--- src/common/psuSeq_settings.svh ---
/* power sequencer settings
   hand-over delays in clock cycles and the width of the delay counters */

`ifndef PSU_SEQ_SETTINGS_SVH
`define PSU_SEQ_SETTINGS_SVH

// standby to main hand-over of the DIMM 12 V switch
`define PSU_T1_CYCLES 1000

// main to standby hand-over of the DIMM 12 V switch
`define PSU_T2_CYCLES 400000

// counter width that holds the longest delay
`define PSU_TIMER_W 19

`endif
--- src/common/psuSeqPkg.sv ---
/* power sequencer types
   sequencer state and rail fault code shared by the sequencer blocks */

package psuSeqPkg;

   //////////////////////////////////////////////////
   // sequencer state
   //////////////////////////////////////////////////
   typedef enum logic [3:0]
   {
      init   = 4'd0,                          // waiting for the master to enable the block
      s5     = 4'd1,                          // soft off, DIMM 12 V off
      s5p    = 4'd2,                          // soft off with DIMM 12 V kept on standby
      s3     = 4'd3,                          // suspend, DIMM 12 V from standby
      psu    = 4'd4,                          // PSU main 12 V enabled
      p5v    = 4'd5,                          // P5V main VR enabled
      s0hold = 4'd6,                          // running, DIMMs fed from standby and main
      s3hold = 4'd7,                          // going down, DIMMs fed from main and standby
      s0     = 4'd8,                          // running, DIMMs fed from main only
      s0down = 4'd9                           // main rails going down in order
   } psuState_e;

   //////////////////////////////////////////////////
   // fault code reported to the master
   //////////////////////////////////////////////////
   typedef enum logic [2:0]
   {
      none     = 3'd0,                        // no fault seen
      psuPwrOk = 3'd1,                        // PSU power good lost while ADR is off
      mainVr   = 3'd2                         // P3V3 main good lost while the PSU is good
   } faultCode_e;

endpackage

--- src/psuS3SwCtrl.sv ---
/* PSU, main VR and DIMM S3 switch control
   connects the state sequencer, the DIMM switch control, the fault monitor and the hand-over timers */

`timescale 1ns/1ps
`include "psuSeq_settings.svh"

module psuS3SwCtrl
(
   input  logic       iClk,
   input  logic       iRst_n,
   input  logic       iEnaSw,                  // master lets the block run
   input  logic       iEnaMain,                // master asks for the main rails
   input  logic       iSlpS3,
   input  logic       iSlpS5,
   input  logic       iDimm12VCpsS5_n,         // keep-alive jumper, active low
   input  logic       iPsPwrOk,
   input  logic       iPwrGdP3V3,
   input  logic       iAdrEna,
   input  logic       iAcRemoval,              // AC lost, DIMM 12 V must go down in S5
   output logic       oPsuEna,
   output logic       oP5VEna,
   output logic       oClkDevEna,
   output logic       oFault,
   output logic [2:0] oFaultCode,
   output logic       oDone,
   output logic       oAuxSwEna,
   output logic       oS3SwP12vStbyEna,
   output logic       oS3SwP12vMainEna
);

   import psuSeqPkg::*;

   psuState_e state;                             // current sequencer state
   logic      railFail;
   logic      keepStby;
   logic      startT1;
   logic      startT2;
   logic      doneT1;
   logic      doneT2;

   powerStateFsm uFsm
   (
      .iClk(iClk), .iRst_n(iRst_n), .iEnaSw(iEnaSw), .iEnaMain(iEnaMain),
      .iSlpS3(iSlpS3), .iSlpS5(iSlpS5), .iDimm12VCpsS5_n(iDimm12VCpsS5_n),
      .iAcRemoval(iAcRemoval), .iPsPwrOk(iPsPwrOk), .iPwrGdP3V3(iPwrGdP3V3),
      .railFail(railFail), .keepStby(keepStby), .doneT1(doneT1), .doneT2(doneT2),
      .state(state), .oPsuEna(oPsuEna), .oP5VEna(oP5VEna), .oClkDevEna(oClkDevEna),
      .oDone(oDone)
   );

   dimmSwitchCtrl uDimmSw
   (
      .iClk(iClk), .iRst_n(iRst_n), .iDimm12VCpsS5_n(iDimm12VCpsS5_n), .state(state),
      .keepStby(keepStby), .startT1(startT1), .startT2(startT2), .oAuxSwEna(oAuxSwEna),
      .oS3SwP12vStbyEna(oS3SwP12vStbyEna), .oS3SwP12vMainEna(oS3SwP12vMainEna)
   );

   railFaultMonitor uFaultMon
   (
      .iClk(iClk), .iRst_n(iRst_n), .iAdrEna(iAdrEna), .iPsPwrOk(iPsPwrOk),
      .iPwrGdP3V3(iPwrGdP3V3), .state(state), .railFail(railFail), .oFault(oFault),
      .oFaultCode(oFaultCode)
   );

   // standby to main overlap on the power-up path
   delayTimer #(.cycles(`PSU_T1_CYCLES)) uT1
   (
      .iClk(iClk), .iRst_n(iRst_n), .start(startT1), .done(doneT1)
   );

   // main to standby overlap on the power-down path
   delayTimer #(.cycles(`PSU_T2_CYCLES)) uT2
   (
      .iClk(iClk), .iRst_n(iRst_n), .start(startT2), .done(doneT2)
   );

endmodule

--- src/railFaultMonitor.sv ---
/* rail fault monitor
   watches PSU and main VR power good against the latched ADR enable and reports a fault code */

`timescale 1ns/1ps

module railFaultMonitor
(
   input  logic                  iClk,
   input  logic                  iRst_n,
   input  logic                  iAdrEna,
   input  logic                  iPsPwrOk,
   input  logic                  iPwrGdP3V3,
   input  psuSeqPkg::psuState_e  state,
   output logic                  railFail,      // fault condition in this cycle
   output logic                  oFault,
   output psuSeqPkg::faultCode_e oFaultCode
);

   import psuSeqPkg::*;

   logic adrLatch;                               // ADR enable as seen while main was up
   logic psuFail;                                // PSU good dropped without ADR
   logic vrFail;                                 // P3V3 main good dropped under a good PSU

   // ADR enable follows the input while main runs and is kept for the power-down
   always_ff @(posedge iClk or negedge iRst_n)
   begin
      if (!iRst_n)
         adrLatch <= 1'b0;
      else if (state inside {p5v, s0hold, s0})
         adrLatch <= iAdrEna;
      else if (state inside {init, s5, s5p})
         adrLatch <= 1'b0;
   end

   assign psuFail  = (state inside {p5v, s3hold, s0hold, s0}) && !iPsPwrOk && !adrLatch;
   assign vrFail   = (state inside {s0hold, s0}) && !iPwrGdP3V3 && iPsPwrOk;
   assign railFail = psuFail || vrFail;

   //////////////////////////////////////////////////
   // fault report
   //////////////////////////////////////////////////
   always_ff @(posedge iClk or negedge iRst_n)
   begin
      if (!iRst_n)
      begin
         oFault     <= 1'b0;
         oFaultCode <= none;
      end
      else if (psuFail)
      begin
         oFault     <= 1'b1;
         oFaultCode <= psuPwrOk;
      end
      else if (vrFail)
      begin
         oFault     <= 1'b1;
         oFaultCode <= mainVr;
      end
      else if (!(state inside {s0, s3hold}))
      begin
         oFault     <= 1'b0;                     // sticky only while the rails are still up
         oFaultCode <= none;
      end
   end

endmodule

--- src/sequencer/dimmSwitchCtrl.sv ---
/* DIMM 12 V switch control
   keeps the S3/S5p history and selects standby or main feed for the DIMM switch */

`timescale 1ns/1ps

module dimmSwitchCtrl
(
   input  logic                 iClk,
   input  logic                 iRst_n,
   input  logic                 iDimm12VCpsS5_n,  // low when the keep-alive jumper is fitted
   input  psuSeqPkg::psuState_e state,
   output logic                 keepStby,         // DIMMs already powered from standby
   output logic                 startT1,
   output logic                 startT2,
   output logic                 oAuxSwEna,
   output logic                 oS3SwP12vStbyEna,
   output logic                 oS3SwP12vMainEna
);

   import psuSeqPkg::*;

   logic s3Flag;                                 // last low power state was S3
   logic s5pFlag;                                // last low power state was S5p

   // history flags, they tell power-up whether the DIMMs are still live
   always_ff @(posedge iClk or negedge iRst_n)
   begin
      if (!iRst_n)
      begin
         s3Flag  <= 1'b0;
         s5pFlag <= 1'b0;
      end
      else
      begin
         if (state inside {s3, s3hold})
            s3Flag <= 1'b1;
         else if (state inside {init, s5, s5p, s0hold, s0})
            s3Flag <= 1'b0;                      // cleared once main has taken over
         if (state == s5p)
            s5pFlag <= 1'b1;
         else if (state inside {init, s5, s3, s0hold})
            s5pFlag <= 1'b0;
      end
   end

   assign keepStby = s3Flag || (s5pFlag && !iDimm12VCpsS5_n);

   //////////////////////////////////////////////////
   // switch enables
   //////////////////////////////////////////////////
   always_ff @(posedge iClk or negedge iRst_n)
   begin
      if (!iRst_n)
      begin
         oAuxSwEna        <= 1'b0;
         oS3SwP12vStbyEna <= 1'b0;
         oS3SwP12vMainEna <= 1'b0;
      end
      else
      begin
         oAuxSwEna        <= state inside {p5v, s0hold, s0, s0down, s3hold};
         oS3SwP12vStbyEna <= (state inside {s5p, s3, s0hold, s3hold}) ||
                             ((state inside {psu, p5v}) && keepStby); // stays live through power-up
         oS3SwP12vMainEna <= state inside {s0hold, s0, s0down, s3hold}; // both feeds overlap in holds
      end
   end

   assign startT1 = (state == s0hold);          // standby to main overlap
   assign startT2 = (state == s3hold);          // main to standby overlap

endmodule

--- src/sequencer/powerStateFsm.sv ---
/* power state sequencer
   steps the main rails through S5, S3 and S0 and drives the rail, clock and done enables */

`timescale 1ns/1ps

module powerStateFsm
(
   input  logic                 iClk,
   input  logic                 iRst_n,
   input  logic                 iEnaSw,           // master lets the block run
   input  logic                 iEnaMain,         // master asks for the main rails
   input  logic                 iSlpS3,
   input  logic                 iSlpS5,
   input  logic                 iDimm12VCpsS5_n,  // low when the keep-alive jumper is fitted
   input  logic                 iAcRemoval,
   input  logic                 iPsPwrOk,
   input  logic                 iPwrGdP3V3,
   input  logic                 railFail,         // rail fault seen in this cycle
   input  logic                 keepStby,         // DIMM 12 V is live from standby
   input  logic                 doneT1,
   input  logic                 doneT2,
   output psuSeqPkg::psuState_e state,
   output logic                 oPsuEna,
   output logic                 oP5VEna,
   output logic                 oClkDevEna,       // external clock generator enable
   output logic                 oDone
);

   import psuSeqPkg::*;

   psuState_e nextState;
   logic      mainOff;                           // master has taken the main request away
   logic      keepS5p;                           // S5 entry must keep DIMM 12 V alive

   assign mainOff = !iEnaMain;
   assign keepS5p = !iDimm12VCpsS5_n && !iAcRemoval; // jumper fitted and AC still present

   //////////////////////////////////////////////////
   // state register
   //////////////////////////////////////////////////
   always_ff @(posedge iClk or negedge iRst_n)
   begin
      if (!iRst_n)
         state <= init;
      else
         state <= nextState;
   end

   //////////////////////////////////////////////////
   // next state
   //////////////////////////////////////////////////
   always_comb
   begin
      nextState = state;                         // every state waits for its exit condition
      case (state)
         init:
            if (iEnaSw)
               nextState = s5;
         s5, s5p:
            if (!iSlpS5 && iEnaMain)
               nextState = psu;                  // straight to PSU, no detour through S3
         s3:
         begin
            if (!iSlpS5 && !iSlpS3 && iEnaMain)
               nextState = psu;
            else if (iSlpS5 && mainOff)
               nextState = iDimm12VCpsS5_n ? s5 : s5p;
         end
         psu:
         begin
            if (iEnaMain && iPsPwrOk)
               nextState = p5v;
            else if (mainOff)
               nextState = (iSlpS5 && keepS5p) ? s5p : s5;
         end
         p5v:
            if (iEnaMain && iPwrGdP3V3)
               nextState = keepStby ? s0hold : s0; // hand-over only if DIMMs run from standby
         s0hold:
         begin
            if (railFail)
               nextState = s0hold;               // a fault freezes the sequence
            else if (mainOff && iSlpS3)
               nextState = s3;
            else if (mainOff && iSlpS5)
               nextState = keepS5p ? s5p : s5;
            else if (iEnaMain && doneT1 && !iSlpS3 && !iSlpS5)
               nextState = s0;                   // standby can now be dropped
         end
         s0:
            if (!railFail && mainOff)
               nextState = s0down;
         s0down:
         begin
            if (mainOff && !iPwrGdP3V3 && iSlpS3 && !iSlpS5)
               nextState = s3hold;
            else if (mainOff && !iPwrGdP3V3 && iSlpS5)
               nextState = keepS5p ? s3hold : s5;
            else if (mainOff && !iSlpS5 && !iSlpS3)
               nextState = s5;                   // enable gone without any sleep request
         end
         s3hold:
         begin
            if (railFail)
               nextState = s3hold;
            else if (mainOff && iSlpS3 && doneT2)
               nextState = s3;
            else if (mainOff && iSlpS5 && iDimm12VCpsS5_n)
               nextState = s5;                   // no jumper, no need to wait for hand-over
            else if (mainOff && iSlpS5 && !iDimm12VCpsS5_n && doneT2)
               nextState = s5p;
         end
         default:
            nextState = init;
      endcase
   end

   //////////////////////////////////////////////////
   // registered enables
   //////////////////////////////////////////////////
   always_ff @(posedge iClk or negedge iRst_n)
   begin
      if (!iRst_n)
      begin
         oPsuEna    <= 1'b0;
         oP5VEna    <= 1'b0;
         oClkDevEna <= 1'b0;
         oDone      <= 1'b0;
      end
      else
      begin
         oPsuEna    <= state inside {psu, p5v, s0hold, s0, s0down, s3hold}; // 12 V main on
         oP5VEna    <= state inside {p5v, s0hold, s0};                      // P5V main VR
         oClkDevEna <= state inside {s0hold, s0};                           // rails good
         oDone      <= state inside {s0hold, s0, s0down, s3hold};
      end
   end

endmodule

--- src/delayTimer.sv ---
/* delay timer
   counts while start is held and raises done after a set number of cycles */

`timescale 1ns/1ps
`include "psuSeq_settings.svh"

module delayTimer
#(
   parameter int cycles = 16                   // delay length in clock cycles
)
(
   input  logic iClk,
   input  logic iRst_n,
   input  logic start,                         // hold high to run the delay
   output logic done                           // delay has expired
);

   localparam logic [`PSU_TIMER_W-1:0] lastCnt = `PSU_TIMER_W'(cycles); // count where done rises

   logic [`PSU_TIMER_W-1:0] count;             // cycles seen since start went high

   always_ff @(posedge iClk or negedge iRst_n)
   begin
      if (!iRst_n)
         count <= '0;
      else if (!start)
         count <= '0;                          // a dropped start restarts the delay
      else if (count != lastCnt)
         count <= count + 1'b1;                // stops at the end value
   end

   assign done = start && (count == lastCnt); // clears at once when start drops

endmodule

--- config.mk ---
export PLATFORM = sky130hd
export DESIGN_NAME = psuS3SwCtrl
export DESIGN_NICKNAME = d
export VERILOG_FILES = /design/src/common/psuSeqPkg.sv /design/src/psuS3SwCtrl.sv /design/src/railFaultMonitor.sv /design/src/sequencer/dimmSwitchCtrl.sv /design/src/sequencer/powerStateFsm.sv /design/src/delayTimer.sv
export VERILOG_INCLUDE_DIRS = /design/src /design/src/common
export SDC_FILE = /design/constraint.sdc
export NUM_CORES = 1
export LEC_CHECK = 0
export ABC_AREA = 0
export BUFFER_PORTS_ARGS = -buffer_cell sky130_fd_sc_hd__buf_4
export CAP_MARGIN = 30
export CORE_MARGIN = 2
export CORE_UTILIZATION = 30
export DETAILED_ROUTE_END_ITERATION = 6
export PLACE_DENSITY = 0.51
export SKIP_LAST_GASP = 1
export SYNTH_ARGS = -nofsm -noshare
export SYNTH_HDL_FRONTEND = slang
export SYNTH_SLANG_ARGS = --single-unit
--- constraint.sdc ---
create_clock -name iClk -period 4.7 [get_ports iClk]
set_clock_uncertainty 0.05 [all_clocks]
set_input_delay 0.94 -clock iClk [delete_from_list [all_inputs] [get_ports iClk]]
set_output_delay 0.94 -clock iClk [all_outputs]
set_load 0.03 [all_outputs]
==> flow_metrics.tcl <==
set metrics [dict create \
    drive_gt1_frac 0.144 \
    cp-startpoint "uFsm.state[2]$_DFFE_PN0P_" \
    critPathKind "reg -> reg" \
    r2r-start "uFsm.state[2]$_DFFE_PN0P_" \
    yosysTopAreaCell "dfrtp_1" \
    cap_violations 0 \
    final_cell_mix "dfrtp_1 (54), nor2_1 (50), nand2_1 (31)" \
    min-delay-start "uDimmSw.s5pFlag$_DFFE_PN0P_" \
    grt_overflow_total 0 \
    timing.critical_path.from_type "flop" \
    setup-tns-final_ps 0 \
    dpl.hpwl_mm 4.78 \
    clk_latency_ps 310 \
    die_width_um 107 \
    synthCells 341 \
    combPwrFrac 0.349 \
    grt_usage 0.127 \
    yosysWarnings 0 \
    grt_pass1_wl_mm 11.7 \
    grt_max_degree 55 \
    final.period_utilization 0.594 \
    tritoncts "done" \
    critical_path_arrival_ps 2940 \
    clock_sinks 54 \
    clk_path_buf_depth 2 \
    p_switching_w 0.000544 \
    ys.flop_type "dfrtp_1" \
    relSlewSlack 0.477 \
    rsz0062_at_grt "no" \
    place_congestion 0.873 \
    status "completed" \
    p_int_w 0.000846 \
    post_cts_buffers 0 \
    synth_nets 356 \
    ir_drop_uv 163 \
    nets 369 \
    met3WireLength_um 298 \
    synth-seq-cells 54 \
    async_reset_ff_frac 1.00 \
    clkPwrFrac 0.201 \
    wl_met1_mm 3.32 \
    crit_path_cell_trace "nand2b_1 -> o21ba_2 -> o311ai_1 -> a211oi_1 -> nor3_4 -> mux2_2" \
    ctsResizeCount 0 \
    rows 37 \
    top_layer "met4" \
    grt_pass1_vias 2374 \
    crit_required_ps 4850 \
    cp_top_family "compound AO/OA/AOI/OAI gates" \
    max_stage_delay_ps 790 \
    synth-seq-area-share 0.426 \
    switching_share 0.391 \
    leakage_nw 1.40 \
    die_h_um 107 \
    hp-class "reg -> reg" \
    route.detailed.drc 0 \
    fmax_mhz 358 \
    die-area_sq_um 11400 \
    routed_wl_mm 6.78 \
    final_hold_viol_count 0 \
    cts_root_buf "clkbuf_8" \
    power_density_nw_per_um2 401 \
    drt_first_pass_iters 4 \
    synth_edf_count 0 \
    end_kind "flop" \
    vias 2439 \
    clkSlewWorstSetupHoldPaths_ps 100 \
    min_period_ps 2790 \
    antenna_found_initial 0 \
    final_cells 491 \
    syn_avg_cell_area_sq_um 9.31 \
    met2_length_mm 3.09 \
    vias_per_cell 4.97 \
    synthToLayoutAreaGrowth_pct 9.23 \
    cts_hold_buffers 0 \
    netlist_area_sq_um 3170 \
    layout_commonest_cell "dfrtp_1" \
    h-tree-depth 2 \
    synth_top_area_share 0.426 \
    synth.area.top_cells "dfrtp_1 (43%), nor2_1 (5.9%), xor2_1 (5.8%)" \
    ios 22 \
    initial_core_util 0.309 \
    drt_iter0_drc 125 \
    slew_violations 0 \
    tightest_slew_ps 785 \
    yosysUniqueCellTypes 66 \
    place.port_buffers 20 \
    setup_viol_count_final 0 \
    path_max_fanout 20 \
    wl_per_cell_um 13.8 \
    dp_cells 483 \
    postRouteAntennaNets 0 \
    cts_buffers 5 \
    worst-path-buf-inv 0 \
    pwr-share-seq 0.449 \
    worst_path_max_delay_cell "dfrtp_1" \
    antennaDiodeCount 0 \
    fill_cells 1074 \
    core_sq_um 10300 \
]
## flip-flops by register name, summed over array words and instances, names as in the netlist, 2 cells and up
name                  count
uFaultMon.oFaultCode      2
uT2.count                19
uFsm.state                4
uT1.count                19
## cell type report
class | count | area [sq um] | area share
Tap cell | 136 | 170 | 0.0491
Clock inverter | 2 | 12.5 | 0.00361
Timing Repair Buffer | 20 | 150 | 0.0433
Multi-Input combinational cell | 260 | 1650 | 0.476
Sequential cell | 54 | 1350 | 0.390
Clock buffer | 6 | 82.6 | 0.0238
Inverter | 13 | 48.8 | 0.0141
## cells in the mapped netlist (4+ instances only)
cell type	instances
and3_1	5
o21ai_0	16
a21oi_1	14
xnor2_1	11
dfrtp_1	54
buf_4	4
nand2b_1	4
ha_1	4
clkbuf_8	4
nor2_1	50
nand2_1	31
or3_1	4
nand3_1	13
nand4_1	7
inv_1	13
nor2b_1	4
xor2_1	21
nor3_1	11
mux2_2	5
## routing by layer
layer / vias to the layer above / GRT usage
met5: - / 0
met4: 0 / 0.0408
met3: 5 / 0.0213
met2: 58 / 0.196
met1: 1166 / 0.181
li1: 1210 / -
## per-stage QoR
stage	worst slack [ps]	power [W]	area [sq um]	util	hold WS, ps
floorplan	2130	0.00102	3170	-	397
global placement	1870	0.00112	3370	0.328	420
detailed placement	1870	0.00112	3370	0.328	418
CTS	1880	0.00141	3470	0.337	443
global route	1700	0.00148	3470	0.337	487
finish	1910	0.00139	3470	0.337	443
## power groups by stage
stage / combinational [W] / clock [W] / sequential, W
final: 0.000486 / 0.000280 / 0.000625
after global routing: 0.000533 / 0.000313 / 0.000636
after CTS: 0.000489 / 0.000296 / 0.000623
after detailed placement: 0.000488 / 0 / 0.000633
after global placement: 0.000490 / 0 / 0.000633
after floorplan: 0.000409 / 0 / 0.000613
## logic make-up (layout without fill, tap and decap cells)
family | Yosys count | after routing | synth area share
AOI/OAI and AO/OA | 53 | 53 | 0.111
DFF | 54 | 54 | 0.426
other | 1 | 1 | 0.00118
adders and majority gates | 4 | 4 | 0.0158
xor gates and xnor gates | 32 | 32 | 0.0883
muxes | 8 | 8 | 0.0272
buffers and inverters | 27 | 41 | 0.0540
and+or+nand+nor | 162 | 162 | 0.276
## final timing paths
path | end | slack, ps | depth (start not counted)
worst max-delay path | uFsm.state[0]$_DFFE_PN0P_ | 1910 | 6
worst min-delay path | uDimmSw.s5pFlag$_DFFE_PN0P_ | 440 | 2
worst max register to register | uFsm.state[0]$_DFFE_PN0P_ | 1910 | 6
worst min register to register | uDimmSw.s5pFlag$_DFFE_PN0P_ | 440 | 2
max in group asynchronous | uT2.count[10]$_DFFE_PN0P_ | 3530 | 1
min in group asynchronous | uT1.count[3]$_DFFE_PN0P_ | 610 | 1
## tightest hold or removal path, stage by stage (launching register included)
cell	delay (ps)
dfrtp_1	360
nand2_1	60
o31ai_1	50
Note: power is estimated with default switching activity, not from simulation.
